$ cat src/ctrl_pkg.sv
// Register map, widths and reset values; the settings bus is assumed to be on dsp_clk
package ctrl_pkg;

   ////////////////////
   // Widths
   localparam int SET_ADDR_W = 8;
   localparam int SET_DATA_W = 32;
   localparam int CTRL_W     = 8;
   localparam int TIME_W     = 64;
   localparam int RB_ADDR_W  = 4;
   localparam int RB_DATA_W  = 32;

   typedef logic [SET_ADDR_W-1:0] set_addr_t;
   typedef logic [SET_DATA_W-1:0] set_data_t;
   typedef logic [CTRL_W-1:0]     ctrl_word_t;
   typedef logic [TIME_W-1:0]     vita_time_t;
   typedef logic [RB_ADDR_W-1:0]  rb_addr_t;
   typedef logic [RB_DATA_W-1:0]  rb_word_t;

   ////////////////////
   // Settings bus register map
   localparam set_addr_t SR_MISC      = 8'd0;   // 7 regs
   localparam set_addr_t SR_TIME64    = 8'd10;  // 3 regs used here
   localparam set_addr_t MISC_CLK     = 8'd0;
   localparam set_addr_t MISC_SER     = 8'd1;
   localparam set_addr_t MISC_ADC     = 8'd2;
   localparam set_addr_t MISC_LED_SW  = 8'd3;
   localparam set_addr_t MISC_PHY     = 8'd4;
   localparam set_addr_t MISC_LED_SRC = 8'd6;
   localparam set_addr_t TIME_PEND_HI = 8'd0;
   localparam set_addr_t TIME_PEND_LO = 8'd1;
   localparam set_addr_t TIME_LOAD    = 8'd2;   // Bit 0 set loads now

   // Reset values
   localparam ctrl_word_t CTRL_AT_RESET    = 8'h00;
   localparam ctrl_word_t LED_SRC_AT_RESET = 8'h1E;  // 1 = hardware drives the LED

   ////////////////////
   // Readback map
   localparam rb_word_t COMPAT_NUM = {16'd7, 16'd1};  // Major, minor
   localparam rb_addr_t RB_TIME_HI = 4'd10;
   localparam rb_addr_t RB_TIME_LO = 4'd11;
   localparam rb_addr_t RB_COMPAT  = 4'd12;
   localparam rb_addr_t RB_PPS_HI  = 4'd14;
   localparam rb_addr_t RB_PPS_LO  = 4'd15;

   typedef enum logic {LOAD_IDLE, LOAD_ARMED} load_state_t;

endpackage

$ cat src/misc_settings.sv
// Misc control registers; a write lands one cycle after the strobe, unmapped addresses ignored
`timescale 1ns/1ps

module misc_settings (
   input  logic                 dsp_clk,
   input  logic                 por_rst,
   input  logic                 set_stb_i,
   input  ctrl_pkg::set_addr_t  set_addr_i,
   input  ctrl_pkg::set_data_t  set_data_i,
   output ctrl_pkg::ctrl_word_t clk_ctrl_o,
   output ctrl_pkg::ctrl_word_t ser_ctrl_o,
   output ctrl_pkg::ctrl_word_t adc_ctrl_o,
   output ctrl_pkg::ctrl_word_t led_sw_o,
   output ctrl_pkg::ctrl_word_t led_src_o,
   output logic                 phy_reset_n_o
);

   ctrl_pkg::ctrl_word_t clk_ctrl;
   ctrl_pkg::ctrl_word_t ser_ctrl;
   ctrl_pkg::ctrl_word_t adc_ctrl;
   ctrl_pkg::ctrl_word_t led_sw;
   ctrl_pkg::ctrl_word_t led_src;
   ctrl_pkg::ctrl_word_t wr_byte;
   logic                 phy_reset;

   assign wr_byte = set_data_i[ctrl_pkg::CTRL_W-1:0];  // Only the low byte is kept

   ////////////////////
   // Register file
   always_ff @(posedge dsp_clk) begin
      if (por_rst) begin
         clk_ctrl  <= ctrl_pkg::CTRL_AT_RESET;
         ser_ctrl  <= ctrl_pkg::CTRL_AT_RESET;
         adc_ctrl  <= ctrl_pkg::CTRL_AT_RESET;
         led_sw    <= ctrl_pkg::CTRL_AT_RESET;
         led_src   <= ctrl_pkg::LED_SRC_AT_RESET;  // Status LEDs on hardware
         phy_reset <= 1'b0;
      end else if (set_stb_i) begin
         case (set_addr_i)
            ctrl_pkg::SR_MISC + ctrl_pkg::MISC_CLK:     clk_ctrl  <= wr_byte;
            ctrl_pkg::SR_MISC + ctrl_pkg::MISC_SER:     ser_ctrl  <= wr_byte;
            ctrl_pkg::SR_MISC + ctrl_pkg::MISC_ADC:     adc_ctrl  <= wr_byte;
            ctrl_pkg::SR_MISC + ctrl_pkg::MISC_LED_SW:  led_sw    <= wr_byte;
            ctrl_pkg::SR_MISC + ctrl_pkg::MISC_PHY:     phy_reset <= set_data_i[0];
            ctrl_pkg::SR_MISC + ctrl_pkg::MISC_LED_SRC: led_src   <= wr_byte;
            default: ;
         endcase
      end
   end

   assign clk_ctrl_o = clk_ctrl;
   assign ser_ctrl_o = ser_ctrl;
   assign adc_ctrl_o = adc_ctrl;
   assign led_sw_o   = led_sw;
   assign led_src_o  = led_src;

   // PHY pin is active low
   assign phy_reset_n_o = ~phy_reset;

endmodule

$ cat src/vita_timer.sv
// 64-bit VITA time; write both pending words before the load command, pps_i is asynchronous
`timescale 1ns/1ps

module vita_timer (
   input  logic                 dsp_clk,
   input  logic                 por_rst,
   input  logic                 set_stb_i,
   input  ctrl_pkg::set_addr_t  set_addr_i,
   input  ctrl_pkg::set_data_t  set_data_i,
   input  logic                 pps_i,
   output ctrl_pkg::vita_time_t vita_time_o,
   output ctrl_pkg::vita_time_t vita_time_pps_o,
   output logic                 pps_int_o
);

   ctrl_pkg::set_data_t   pend_hi;
   ctrl_pkg::set_data_t   pend_lo;
   ctrl_pkg::vita_time_t  pend_time;
   ctrl_pkg::vita_time_t  vita_time;
   ctrl_pkg::vita_time_t  vita_time_pps;
   ctrl_pkg::load_state_t load_state;
   logic                  load_cmd;
   logic                  load_now;
   logic                  arm_load;
   logic                  pps_load;
   logic                  pps_meta;
   logic                  pps_sync;
   logic                  pps_last;
   logic                  pps_edge;
   logic                  pps_int;

   ////////////////////
   // Pending time and load command decode
   always_ff @(posedge dsp_clk) begin
      if (set_stb_i && set_addr_i == ctrl_pkg::SR_TIME64 + ctrl_pkg::TIME_PEND_HI) begin
         pend_hi <= set_data_i;
      end
      if (set_stb_i && set_addr_i == ctrl_pkg::SR_TIME64 + ctrl_pkg::TIME_PEND_LO) begin
         pend_lo <= set_data_i;
      end
   end

   assign pend_time = {pend_hi, pend_lo};
   assign load_cmd  = set_stb_i && set_addr_i == ctrl_pkg::SR_TIME64 + ctrl_pkg::TIME_LOAD;
   assign load_now  = load_cmd & set_data_i[0];
   assign arm_load  = load_cmd & ~set_data_i[0];
   assign pps_load  = pps_edge && load_state == ctrl_pkg::LOAD_ARMED;

   // Load FSM
   always_ff @(posedge dsp_clk) begin
      if (por_rst) begin
         load_state <= ctrl_pkg::LOAD_IDLE;
      end else begin
         case (load_state)
            ctrl_pkg::LOAD_IDLE:  if (arm_load) load_state <= ctrl_pkg::LOAD_ARMED;
            ctrl_pkg::LOAD_ARMED: if (load_now || pps_edge) load_state <= ctrl_pkg::LOAD_IDLE;
            default:              load_state <= ctrl_pkg::LOAD_IDLE;
         endcase
      end
   end

   ////////////////////
   // PPS sync, edge detect and capture
   always_ff @(posedge dsp_clk) begin
      if (por_rst) begin
         pps_meta      <= 1'b0;
         pps_sync      <= 1'b0;
         pps_last      <= 1'b0;
         pps_edge      <= 1'b0;
         pps_int       <= 1'b0;
         vita_time_pps <= '0;
      end else begin
         pps_meta <= pps_i;
         pps_sync <= pps_meta;
         pps_last <= pps_sync;
         pps_edge <= pps_sync & ~pps_last;  // Registered rising edge
         pps_int  <= pps_edge;
         if (pps_edge) begin
            vita_time_pps <= pps_load ? pend_time : vita_time;
         end
      end
   end

   // Free-running time
   always_ff @(posedge dsp_clk) begin
      if (por_rst) begin
         vita_time <= '0;
      end else if (load_now || pps_load) begin
         vita_time <= pend_time;
      end else begin
         vita_time <= vita_time + 64'd1;
      end
   end

   assign vita_time_o     = vita_time;
   assign vita_time_pps_o = vita_time_pps;
   assign pps_int_o       = pps_int;

endmodule

$ cat src/status_combiner.sv
// LED source merge and registered readback; unmapped readback indices return zero
`timescale 1ns/1ps

module status_combiner (
   input  logic                 dsp_clk,
   input  logic                 por_rst,
   input  ctrl_pkg::ctrl_word_t led_sw_i,
   input  ctrl_pkg::ctrl_word_t led_src_i,
   input  logic                 run_rx_i,
   input  logic                 run_tx_i,
   input  logic                 clk_status_i,
   input  logic                 link_up_i,
   input  ctrl_pkg::rb_addr_t   rb_addr_i,
   input  ctrl_pkg::vita_time_t vita_time_i,
   input  ctrl_pkg::vita_time_t vita_time_pps_i,
   output ctrl_pkg::ctrl_word_t leds_o,
   output ctrl_pkg::rb_word_t   rb_data_o
);

   ctrl_pkg::ctrl_word_t led_hw;
   ctrl_pkg::rb_word_t   rb_next;
   ctrl_pkg::rb_word_t   rb_data;

   ////////////////////
   // LEDs
   assign led_hw = {3'b000, run_tx_i, run_rx_i, clk_status_i, link_up_i, 1'b0};

   // Per bit select, 1 picks hardware
   assign leds_o = (led_src_i & led_hw) | (~led_src_i & led_sw_i);

   ////////////////////
   // Readback mux
   always_comb begin
      case (rb_addr_i)
         ctrl_pkg::RB_TIME_HI: rb_next = vita_time_i[63:32];
         ctrl_pkg::RB_TIME_LO: rb_next = vita_time_i[31:0];
         ctrl_pkg::RB_COMPAT:  rb_next = ctrl_pkg::COMPAT_NUM;
         ctrl_pkg::RB_PPS_HI:  rb_next = vita_time_pps_i[63:32];
         ctrl_pkg::RB_PPS_LO:  rb_next = vita_time_pps_i[31:0];
         default:              rb_next = '0;  // Status and irq words too
      endcase
   end

   always_ff @(posedge dsp_clk) begin
      if (por_rst) begin
         rb_data <= '0;
      end else begin
         rb_data <= rb_next;
      end
   end

   assign rb_data_o = rb_data;

endmodule

$ cat src/ctrl_core_top.sv
// DSP-clock control slice top; settings bus and readback index are synchronous to dsp_clk
`timescale 1ns/1ps

module ctrl_core_top (
   input  logic                 dsp_clk,
   input  logic                 por_rst,
   input  logic                 set_stb_i,
   input  ctrl_pkg::set_addr_t  set_addr_i,
   input  ctrl_pkg::set_data_t  set_data_i,
   input  logic                 pps_i,
   input  logic                 run_rx_i,
   input  logic                 run_tx_i,
   input  logic                 clk_status_i,
   input  logic                 link_up_i,
   input  ctrl_pkg::rb_addr_t   rb_addr_i,
   output ctrl_pkg::ctrl_word_t clk_ctrl_o,
   output ctrl_pkg::ctrl_word_t ser_ctrl_o,
   output ctrl_pkg::ctrl_word_t adc_ctrl_o,
   output logic                 phy_reset_n_o,
   output logic                 pps_int_o,
   output ctrl_pkg::ctrl_word_t leds_o,
   output ctrl_pkg::rb_word_t   rb_data_o
);

   ctrl_pkg::ctrl_word_t led_sw;
   ctrl_pkg::ctrl_word_t led_src;
   ctrl_pkg::vita_time_t vita_time;
   ctrl_pkg::vita_time_t vita_time_pps;

   ////////////////////
   // Settings decode and time base
   misc_settings misc_settings_inst (
      .dsp_clk(dsp_clk), .por_rst(por_rst),
      .set_stb_i(set_stb_i), .set_addr_i(set_addr_i), .set_data_i(set_data_i),
      .clk_ctrl_o(clk_ctrl_o), .ser_ctrl_o(ser_ctrl_o), .adc_ctrl_o(adc_ctrl_o),
      .led_sw_o(led_sw), .led_src_o(led_src), .phy_reset_n_o(phy_reset_n_o)
   );

   vita_timer vita_timer_inst (
      .dsp_clk(dsp_clk), .por_rst(por_rst),
      .set_stb_i(set_stb_i), .set_addr_i(set_addr_i), .set_data_i(set_data_i),
      .pps_i(pps_i), .vita_time_o(vita_time), .vita_time_pps_o(vita_time_pps),
      .pps_int_o(pps_int_o)
   );

   // LEDs and readback
   status_combiner status_combiner_inst (
      .dsp_clk(dsp_clk), .por_rst(por_rst),
      .led_sw_i(led_sw), .led_src_i(led_src),
      .run_rx_i(run_rx_i), .run_tx_i(run_tx_i),
      .clk_status_i(clk_status_i), .link_up_i(link_up_i),
      .rb_addr_i(rb_addr_i), .vita_time_i(vita_time), .vita_time_pps_i(vita_time_pps),
      .leds_o(leds_o), .rb_data_o(rb_data_o)
   );

endmodule

$ cat config.mk
export PLATFORM = sky130hd
export DESIGN_NAME = ctrl_core_top
export DESIGN_NICKNAME = d
export VERILOG_FILES = /design/src/ctrl_pkg.sv /design/src/misc_settings.sv /design/src/vita_timer.sv /design/src/status_combiner.sv /design/src/ctrl_core_top.sv
export SDC_FILE = /design/constraint.sdc
export NUM_CORES = 1
export LEC_CHECK = 0
export ABC_CLOCK_PERIOD_IN_PS = 6850
export BUFFER_PORTS_ARGS = -buffer_cell sky130_fd_sc_hd__clkbuf_2
export CORE_MARGIN = 3
export CORE_UTILIZATION = 63
export DETAILED_ROUTE_END_ITERATION = 16
export HOLD_SLACK_MARGIN = 0.05
export PLACE_DENSITY = 0.83
export SKIP_CTS_REPAIR_TIMING = 1
export SYNTH_ARGS = -nofsm -noshare
export SYNTH_HDL_FRONTEND = slang
export SYNTH_SLANG_ARGS = --single-unit
$ cat constraint.sdc
create_clock -name dsp_clk -period 6.85 [get_ports dsp_clk]
set_input_delay 0.685 -clock dsp_clk [delete_from_list [all_inputs] [get_ports dsp_clk]]
set_output_delay 0.685 -clock dsp_clk [all_outputs]
set_load 0.02 [all_outputs]
==> results of run 1 <==
## placed cells by master (no fill, tap or decap), types with 3 or more instances in the layout
master,synthesis,layout
xnor2_1,16,16
clkinv_2,0,7
dfxtp_1,207,205
nor3_1,17,17
mux2_2,4,4
clkinv_1,1,6
or4_1,19,19
clkbuf_1,76,3
o211ai_1,3,3
nor4_1,12,12
o31ai_1,14,14
a31oi_1,23,23
xor2_1,19,19
nor2_1,140,137
clkbuf_16,0,27
a211oi_1,87,87
mux2i_1,106,106
bufinv_16,0,3
and2_1,4,4
edfxtp_1,64,64
nand3_1,40,40
a21oi_1,47,47
inv_1,10,10
clkbuf_2,0,116
a222oi_1,31,31
and4_1,6,6
a22o_1,3,3
nand2b_1,3,3
buf_4,1,12
or3_1,9,9
nand2_1,67,67
nor2b_1,12,12
nand4_1,20,20
and3_1,14,14
o21ai_0,42,42
## metrics by stage
stage	util [%]	power, uW	hold WS, ns
floorplan	-	1770	0.367
global placement	69.3	1810	0.363
detailed placement	69.3	1820	0.363
CTS	74.3	3260	0.326
global route	74.3	3350	0.334
finish	74.3	3250	0.340
## layout make-up
| class | count | area [um2] | share of cell area, % |
|---|---|---|---|
| clock buffer | 31 | 701 | 5.34 |
| sequential | 271 | 6070 | 46.3 |
| clock inverter | 19 | 176 | 1.35 |
| multi-input combinational | 787 | 5170 | 39.4 |
| timing repair buffer | 128 | 671 | 5.11 |
| tap | 225 | 282 | 2.15 |
| inverter | 11 | 41.3 | 0.315 |
## cells by family after synthesis
group                    Yosys count
multiplexers                     110
AND/OR/NAND/NOR                  380
flip-flops                       271
AO/OA/AOI/OAI                    261
buffers and inverters            102
XOR/XNOR                          35
adder cells (fa/ha/maj)            1
## final timing paths
path | from | cells past startpoint | end
worst max-delay path | vita_timer_inst.vita_time_o[0] | 6 | vita_timer_inst.vita_time_o[52]
worst min-delay path | set_data_i[28] | 1 | vita_timer_inst.pend_hi[28]
worst max register to register | vita_timer_inst.vita_time_o[0] | 6 | vita_timer_inst.vita_time_o[52]
worst min register to register | vita_timer_inst.pps_last | 1 | vita_timer_inst.pps_edge
## cells in the mapped netlist (all sizes together) (2+ instances only)
library cell	instances	area, um2
a211oi	87	653
inv	10	37.5
nand2b	3	18.8
a41o	2	20.0
a222oi	31	310
o211ai	3	22.5
clkbuf	76	285
a22o	3	26.3
xor2	19	166
edfxtp	64	1920
o21ai	42	210
or4	19	143
nor2b	12	75.1
xnor2	16	140
a31oi	23	144
nor3	19	105
dfxtp	207	4140
buf	15	66.3
nor4	15	121
a2111o	2	22.5
or3	9	56.3
a21oi	47	235
and4	7	62.6
o31ai	14	105
nand4	22	150
nand2	67	251
and3	14	87.6
mux2i	106	1060
nand4b	2	17.5
nor3b	2	15.0
and2	5	31.3
mux2	4	45.0
nor2	140	526
nand3	40	200
## per-layer routing
| layer | up-vias | wire length [um] | global-route usage [%] |
|---|---|---|---|
| met3 | 99 | 3240 | 5.93 |
| met5 | - | 0 | 0 |
| li1 | 4499 | - | - |
| met2 | 573 | 13900 | 46.2 |
| met4 | 0 | 1070 | 10.5 |
| met1 | 4587 | 12300 | 41.9 |
## critical path, stage by stage (launching register included)
cell and delay (ns):
dfxtp_1 0.42, ha_1 0.27, nand4_2 0.23, nor4_4 0.57
nand4_1 0.74, or4_1 0.72, a31oi_1 0.19
## registers in the layout (all words and copies together) (netlist names)
name	cells
vita_timer_inst.vita_time_o	64
misc_settings_inst.led_sw_o	8
vita_timer_inst.pps_edge	1
vita_timer_inst.pend_lo	32
vita_timer_inst.pps_int_o	1
status_combiner_inst.rb_data_o	32
vita_timer_inst.vita_time_pps_o	64
vita_timer_inst.load_state	1
misc_settings_inst.adc_ctrl_o	8
vita_timer_inst.pend_hi	32
misc_settings_inst.ser_ctrl_o	8
misc_settings_inst.clk_ctrl_o	8
vita_timer_inst.pps_meta	1
misc_settings_inst.led_src_o	8
misc_settings_inst.phy_reset	1
vita_timer_inst.pps_sync	1
vita_timer_inst.pps_last	1
## power groups by stage
stage          Sequential, uW  Combinational [uW]  Clock, uW
6_report                 1670                 116       1470
5_1_grt                  1670                 127       1550
4_1_cts                  1670                 115       1480
3_5_place_dp             1700                 115          0
3_3_place_gp             1700                 112          0
2_1_floorplan            1700                70.2          0
==> results.py, run 1 <==
metrics = {
    "run_status": {
        "status": "finished clean",
    },
    "place": {
        "dp.cells": 1422,
        "dpl_cell_area_mm2": 0.0122,
        "portBuffers": 117,
        "dp_hpwl_um": 19600,
        "finalWeightedCongestion": 0.937,
        "pre_cts_ws_ns": 3.70,
    },
    "power": {
        "p_per_area_mw_per_mm2": 248,
        "swShare_pct": 22.0,
        "clockPowerShare_pct": 45.2,
        "power_frac_seq_pct": 51.3,
        "p_sw_uw": 716,
        "p_leak_uw": 0.00433,
        "ir_worst_vdd_v": 0.000223,
        "pwr-share-comb_pct": 3.6,
        "intPower_uw": 2540,
    },
    "yosys": {
        "ys.warnings.count": 0,
        "syn_area_mm2": 0.0116,
        "yosysSeqAreaShare_pct": 52.3,
        "synth_top_family_by_area": "simple AND/OR/NAND/NOR gates",
        "async_flop_share_pct": 0,
        "syn_avg_cell_area_um2": 9.99,
        "syn_nets": 1213,
        "yosys.area_share.simple_pct": 16.4,
        "synth-main-ff-cell": "dfxtp_1",
        "ys_types": 55,
        "synth_compound_area_share_pct": 15.6,
        "synth-xor-area-share_pct": 2.65,
        "synth-edff-count": 64,
        "ys_ff_latch": 271,
        "synth_fa_ha_area_share_pct": 0.108,
        "muxShareOfSynthArea_pct": 9.55,
        "syn-instance-count": 1160,
    },
    "detailed_routing": {
        "wirelength_um": 30500,
        "wl_per_cell_um": 20.7,
        "drc_errors": 0,
        "first_iter_violations": 1241,
        "via_per_inst": 6.63,
        "ant_nets": 0,
        "drtPass1Iterations": 7,
        "vias": 9758,
    },
    "worst_setup_path": {
        "end_kind": "flip-flop",
        "crit_type": "reg2reg",
        "crit_required_ns": 7.31,
        "worstPathMaxFanout": 18,
        "reg2reg_slack_ns": 3.63,
        "arrival_ns": 3.67,
        "cp-start-kind": "flip-flop",
    },
    "cts": {
        "cts_tree": "done",
        "clk_pin_slew_ns": 0.06,
        "cts.sinks": 271,
        "cts_buffer_depth": 3,
        "cts_buffers": 27,
        "clkLatencyLatePin_ns": 0.54,
        "cts_root_buf": "clkbuf_16",
        "htreeDepth": 1,
    },
    "timing": {
        "rsz0062_at_grt": "false",
        "tns_ns": 0,
        "setup_viol": 0,
        "hold_viol_final": 0,
        "period_needed_ns": 3.22,
        "period_share_pct": 46.9,
        "maxSlewViolCount": 0,
        "slew_headroom_pct": 23.0,
        "max_freq_mhz": 311,
        "timing.final.ws_setup_ns": 3.63,
        "tightest_slew_ns": 1.16,
        "skew_ns": 0.0129,
    },
    "die": {
        "row_count": 48,
        "core_area_mm2": 0.0177,
        "start_util_pct": 65.6,
        "fp.dieH_um": 142,
        "die_area_mm2": 0.0201,
        "die_width_um": 142,
        "num_io_pins": 118,
    },
    "global_route": {
        "grt_remaining_overflow": 0,
        "antenna_found_initial": 0,
        "grt_pass1_vias": 9281,
        "track_usage_pct": 29.8,
        "grt_start_max_net_pins": 122,
        "grt_pass1_wl_um": 48800,
    },
    "layout": {
        "insertedDiodeCount": 0,
        "final_area_mm2": 0.0131,
        "drive_gt1_share_pct": 15.2,
        "layout-area-overhead-vs-synth_pct": 13.2,
        "stdcell_count": 1472,
        "nFillCells": 1246,
        "nNetsFinal": 1279,
    },
    "run": {
        "maxCapViolCount": 0,
    },
    "worst_hold_path": {
        "worstHoldPathType": "in2reg",
    },
}
Note: power is estimated with default switching activity, not from simulation.
==> run 2: changes to the inputs <==
- ABC_CLOCK_PERIOD_IN_PS: 6850 -> 2900
- CORE_UTILIZATION: 63 -> 53
- PLACE_DENSITY: 0.83 -> 0.75
- clock period: 6.85 -> 2.9 ns (I/O delays scaled with it)
==> run 2 against run 1 <==
Net effect: utilization down 10 points; setup slack worse by 3.3 ns; via count is 0.35% lower; sequential share of layout area fell by 1.8 points; total power grew 140%; register-to-register slack worse by 3.3 ns; highest routed layer unchanged; largest power group unchanged; cell area up 4.0%.
==> results.py, run 2 (synthesis results as in run 1) <==
metrics = {
    "die": {
        "fp.dieH_um": 154,
        "row_count": 53,
        "start_util_pct": 54.6,
        "die_area_mm2": 0.0237,
        "die_width_um": 154,
        "core_area_mm2": 0.0212,
        "num_io_pins": 118,
    },
    "timing": {
        "hold_viol_final": 0,
        "maxSlewViolCount": 0,
        "period_share_pct": 90.0,
        "period_needed_ns": 2.61,
        "rsz0062_at_grt": "false",
        "whs_ns": 0.0518,
        "max_freq_mhz": 383,
        "setup_viol": 0,
        "slew_headroom_pct": 42.6,
        "tns_ns": 0,
        "tightest_slew_ns": 0.861,
        "skew_ns": 0.00874,
    },
    "place": {
        "finalWeightedCongestion": 0.924,
        "dp_hpwl_um": 19900,
        "portBuffers": 117,
    },
    "worst_setup_path": {
        "worstReg2RegStart": "vita_timer_inst.vita_time_o[1]",
        "r2r_cells": 6,
        "end_kind": "flip-flop",
        "crit_required_ns": 3.34,
        "timing.rr.end": "vita_timer_inst.vita_time_o[40]",
        "cp-start-kind": "flip-flop",
        "reg2reg_slack_ns": 0.29,
        "arrival_ns": 3.05,
        "worstPathMaxFanout": 8,
        "crit_type": "reg2reg",
    },
    "layout": {
        "layout_commonest_cell": "dfxtp_1",
        "drive_gt1_share_pct": 15.9,
        "seq_area_mm2": 0.00607,
        "layout-area-overhead-vs-synth_pct": 17.7,
        "multi_input_area_mm2": 0.00517,
        "insertedDiodeCount": 0,
        "final_cell_mix": "205 x dfxtp_1, 137 x nor2_1, 116 x clkbuf_2, 106 x mux2i_1, 87 x a211oi_1",
        "nNetsFinal": 1324,
        "nFillCells": 1707,
    },
    "cts": {
        "cts_root_buf": "clkbuf_16",
        "cts_buffer_depth": 3,
        "cts.sinks": 271,
        "clk_pin_slew_ns": 0.06,
        "cts_tree": "done",
        "htreeDepth": 1,
        "cts_buffers": 27,
        "clkLatencyLatePin_ns": 0.53,
    },
    "global_route": {
        "grt_pass1_vias": 9260,
        "grt_remaining_overflow": 0,
        "track_usage_pct": 24.9,
        "grt_pass1_wl_um": 49200,
        "grt_start_max_net_pins": 122,
        "antenna_found_initial": 0,
    },
    "detailed_routing": {
        "vias": 9724,
        "via_per_inst": 6.21,
        "first_iter_violations": 1313,
        "drtPass1Iterations": 8,
        "drc_errors": 0,
        "ant_nets": 0,
        "wl_per_cell_um": 19.6,
        "wirelength_um": 30800,
    },
    "worst_hold_path": {
        "whs_path_depth": 1,
        "hold_start": "set_data_i[4]",
        "hold_end": "vita_timer_inst.pend_lo[4]",
        "worstHoldPathType": "in2reg",
    },
    "power": {
        "ir_worst_vdd_v": 0.000398,
        "p_per_area_mw_per_mm2": 565,
        "p_leak_uw": 0.00455,
    },
    "run": {
        "maxCapViolCount": 0,
    },
    "run_status": {
        "status": "finished clean",
    },
}
-- run 2: changes by cell type in the layout (fill, tap and decap cells not counted) --
cell / before / now
clkbuf_1: 3 / 10
clkinvlp_4: 2 / 0
inv_6: 2 / 1
buf_4: 12 / 26
bufinv_16: 3 / 2
buf_12: 0 / 4
clkinv_2: 7 / 5
nor2_2: 1 / 0
clkbuf_16: 27 / 28
nor2_4: 2 / 3
dlygate4sd3_1: 0 / 27
clkinv_1: 6 / 2
clkbuf_8: 1 / 3
-- run 2: per-layer routing --
layer  track usage (%)  vias to the layer above  share of wire [%]  wire [um]
met3              4.11                       71                8.1       2490
met5                 0                        -                  0          0
li1                  -                     4572                  -          -
met1              35.4                     4596                 44      13400
met4              7.86                        0                2.8        870
met2              39.2                      485                 46      14000
-- run 2: area by class of cell --
| type | instances | area share [%] |
|---|---|---|
| clock inverters | 9 | 0.716 |
| repair buffers | 173 | 8.26 |
| multi-input cells | 787 | 37.9 |
| well taps | 275 | 2.52 |
| inverters | 11 | 0.303 |
| clock buffers | 41 | 5.72 |
| flip-flops and latches | 271 | 44.5 |
-- run 2: critical path, cell delays in order (launching register included) --
cell	delay, ns
dfxtp_1	0.45
ha_1	0.29
nand4_2	0.25
or4_1	0.78
nor4_1	0.40
xnor2_1	0.11
a211oi_1	0.23
-- run 2: through the flow --
stage,cells,instance area [um2],setup WS [ns],total power (uW),utilization [%]
6_report,1567,13600,0.291,7700,64.3
3_3_place_gp,1490,12500,0.499,4290,58.9
2_1_floorplan,1160,11600,0.128,4180,-
4_1_cts,1540,13400,0.316,7720,63.0
3_5_place_dp,1490,12500,0.391,4290,58.9
5_1_grt,1567,13600,0.146,7910,64.3
-- run 2: worst max-delay path by stage --
stage          slack, ns                         endpoint  cells past startpoint                      startpoint
2_1_floorplan       0.13       vita_timer_inst.pend_hi[0]                      3                   set_addr_i[5]
3_3_place_gp        0.50  vita_timer_inst.vita_time_o[40]                      6  vita_timer_inst.vita_time_o[0]
3_5_place_dp        0.39  vita_timer_inst.vita_time_o[40]                      6  vita_timer_inst.vita_time_o[0]
4_1_cts             0.32  vita_timer_inst.vita_time_o[40]                      6  vita_timer_inst.vita_time_o[0]
5_1_grt             0.15  vita_timer_inst.vita_time_o[40]                      6  vita_timer_inst.vita_time_o[1]
6_report            0.29  vita_timer_inst.vita_time_o[40]                      6  vita_timer_inst.vita_time_o[1]
-- run 2: where the power goes --
part | total [uW] | internal [uW] | switching, uW
logic | 305 | 120 | 185
registers | 3940 | 3900 | 38.3
clock network | 3450 | 2030 | 1420
==> run 3: changes to the inputs <==
--- a/config.mk
+++ b/config.mk
@@ -12,3 +12,3 @@
 export DETAILED_ROUTE_END_ITERATION = 16
-export HOLD_SLACK_MARGIN = 0.05
+export HOLD_SLACK_MARGIN = 0.08
 export PLACE_DENSITY = 0.75
==> constraint.sdc (replaced) <==
create_clock -name dsp_clk -period 2.9 [get_ports dsp_clk]
set_input_delay 0.145 -clock dsp_clk [delete_from_list [all_inputs] [get_ports dsp_clk]]
set_output_delay 0.145 -clock dsp_clk [all_outputs]
set_load 0.02 [all_outputs]
==> run 3 against run 2 <==
Net effect: sequential cell count did not move; maximum frequency rose by 3.4%; register-to-register slack improved by 0.09 ns; total power barely moved; wire length rose by 0.83%.
==> results.py, run 3 (synthesis results as in run 1) <==
metrics = {
    "worst_setup_path": {
        "crit_required_ns": 3.35,
        "timing.rr.end": "vita_timer_inst.vita_time_o[40]",
        "end_kind": "flip-flop",
        "cp-start-kind": "flip-flop",
        "worstPathMaxFanout": 8,
        "crit_type": "reg2reg",
        "arrival_ns": 2.97,
        "r2r_cells": 6,
        "worstReg2RegStart": "vita_timer_inst.vita_time_o[1]",
        "reg2reg_slack_ns": 0.38,
    },
    "layout": {
        "insertedDiodeCount": 0,
        "layout-area-overhead-vs-synth_pct": 18.6,
        "nNetsFinal": 1338,
        "layout_commonest_cell": "dfxtp_1",
        "drive_gt1_share_pct": 16.0,
        "final_cell_mix": "205 x dfxtp_1, 137 x nor2_1, 116 x clkbuf_2, 106 x mux2i_1, 87 x a211oi_1",
        "final_area_mm2": 0.0137,
        "stdcell_count": 1581,
    },
    "timing": {
        "setup_viol": 0,
        "period_share_pct": 87.0,
        "whs_ns": 0.117,
        "max_freq_mhz": 397,
        "skew_ns": 0.0162,
        "maxSlewViolCount": 0,
        "hold_viol_final": 0,
        "period_needed_ns": 2.52,
        "rsz0062_at_grt": "false",
        "slew_headroom_pct": 46.7,
        "tns_ns": 0,
        "tightest_slew_ns": 0.789,
    },
    "global_route": {
        "grt_remaining_overflow": 0,
        "grt_start_max_net_pins": 122,
        "grt_pass1_vias": 9130,
        "antenna_found_initial": 0,
        "track_usage_pct": 24.8,
        "grt_pass1_wl_um": 49000,
    },
    "die": {
        "core_area_mm2": 0.0212,
        "start_util_pct": 54.6,
        "die_width_um": 154,
        "row_count": 53,
        "die_area_mm2": 0.0237,
        "fp.dieH_um": 154,
        "num_io_pins": 118,
    },
    "place": {
        "portBuffers": 117,
        "dpl_cell_area_mm2": 0.0125,
        "finalWeightedCongestion": 0.950,
        "dp.cells": 1494,
        "dp_hpwl_um": 20100,
    },
    "detailed_routing": {
        "drc_errors": 0,
        "drtPass1Iterations": 8,
        "wl_per_cell_um": 19.6,
        "via_per_inst": 6.18,
        "wirelength_um": 31000,
        "first_iter_violations": 1274,
        "ant_nets": 0,
        "vias": 9763,
    },
    "cts": {
        "clk_pin_slew_ns": 0.06,
        "cts.sinks": 271,
        "cts_buffers": 27,
        "cts_buffer_depth": 3,
        "cts_tree": "done",
        "htreeDepth": 1,
        "clkLatencyLatePin_ns": 0.54,
        "cts_root_buf": "clkbuf_16",
    },
    "run_status": {
        "status": "finished clean",
    },
    "power": {
        "p_leak_uw": 0.00460,
        "ir_worst_vdd_v": 0.000403,
        "p_per_area_mw_per_mm2": 560,
        "power_uw": 7700,
    },
    "worst_hold_path": {
        "hold_end": "misc_settings_inst.phy_reset",
        "worstHoldPathType": "in2reg",
        "whs_path_depth": 5,
        "hold_start": "set_addr_i[2]",
    },
    "run": {
        "maxCapViolCount": 0,
    },
}
==> run 3: layer usage <==
metal | global-route usage [%] | share of wire [%]
met5 | 0 | 0
met2 | 38.9 | 46
met1 | 35.7 | 44
met4 | 6.48 | 2.4
met3 | 4.70 | 8.1
==> run 3: cell type report <==
| class | instances | area [um2] |
|---|---|---|
| well taps | 275 | 344 |
| multi-input cells | 787 | 5170 |
| clock inverters | 9 | 103 |
| flip-flops and latches | 271 | 6070 |
| clock buffers | 41 | 768 |
| inverters | 11 | 41.3 |
| repair buffers | 187 | 1240 |
| fillers | 1722 | 7480 |
==> run 3: power by group <==
group / total, uW / switching (uW) / internal [uW] / leakage (uW)
Sequential: 3940 / 33.1 / 3900 / 0.00225
Combinational: 322 / 193 / 129 / 0.00193
Clock: 3440 / 1430 / 2000 / 0.000420
Total: 7700 / 1660 / 6040 / 0.00460
==> run 3: worst max-delay path: stages, from the launching register on <==
cell,delay (ns)
dfxtp_1,0.45
ha_1,0.27
nand4_2,0.24
or4_1,0.76
nor4_1,0.39
xnor2_1,0.10
a211oi_1,0.22
==> run 3: worst max path at each step <==
stage	from	to	slack [ns]
4_1_cts	vita_timer_inst.vita_time_o[0]	vita_timer_inst.vita_time_o[40]	0.39
3_3_place_gp	vita_timer_inst.vita_time_o[0]	vita_timer_inst.vita_time_o[40]	0.48
3_5_place_dp	vita_timer_inst.vita_time_o[0]	vita_timer_inst.vita_time_o[40]	0.42
2_1_floorplan	set_addr_i[5]	vita_timer_inst.pend_hi[0]	0.27
6_report	vita_timer_inst.vita_time_o[1]	vita_timer_inst.vita_time_o[40]	0.38
5_1_grt	vita_timer_inst.vita_time_o[0]	vita_timer_inst.vita_time_o[40]	0.16
==> run 3: metrics by stage <==
stage / setup slack (ns) / util, %
finish: 0.378 / 64.8
global route: 0.157 / 64.8
CTS: 0.385 / 63.0
detailed placement: 0.422 / 58.9
global placement: 0.482 / 58.9
floorplan: 0.273 / -
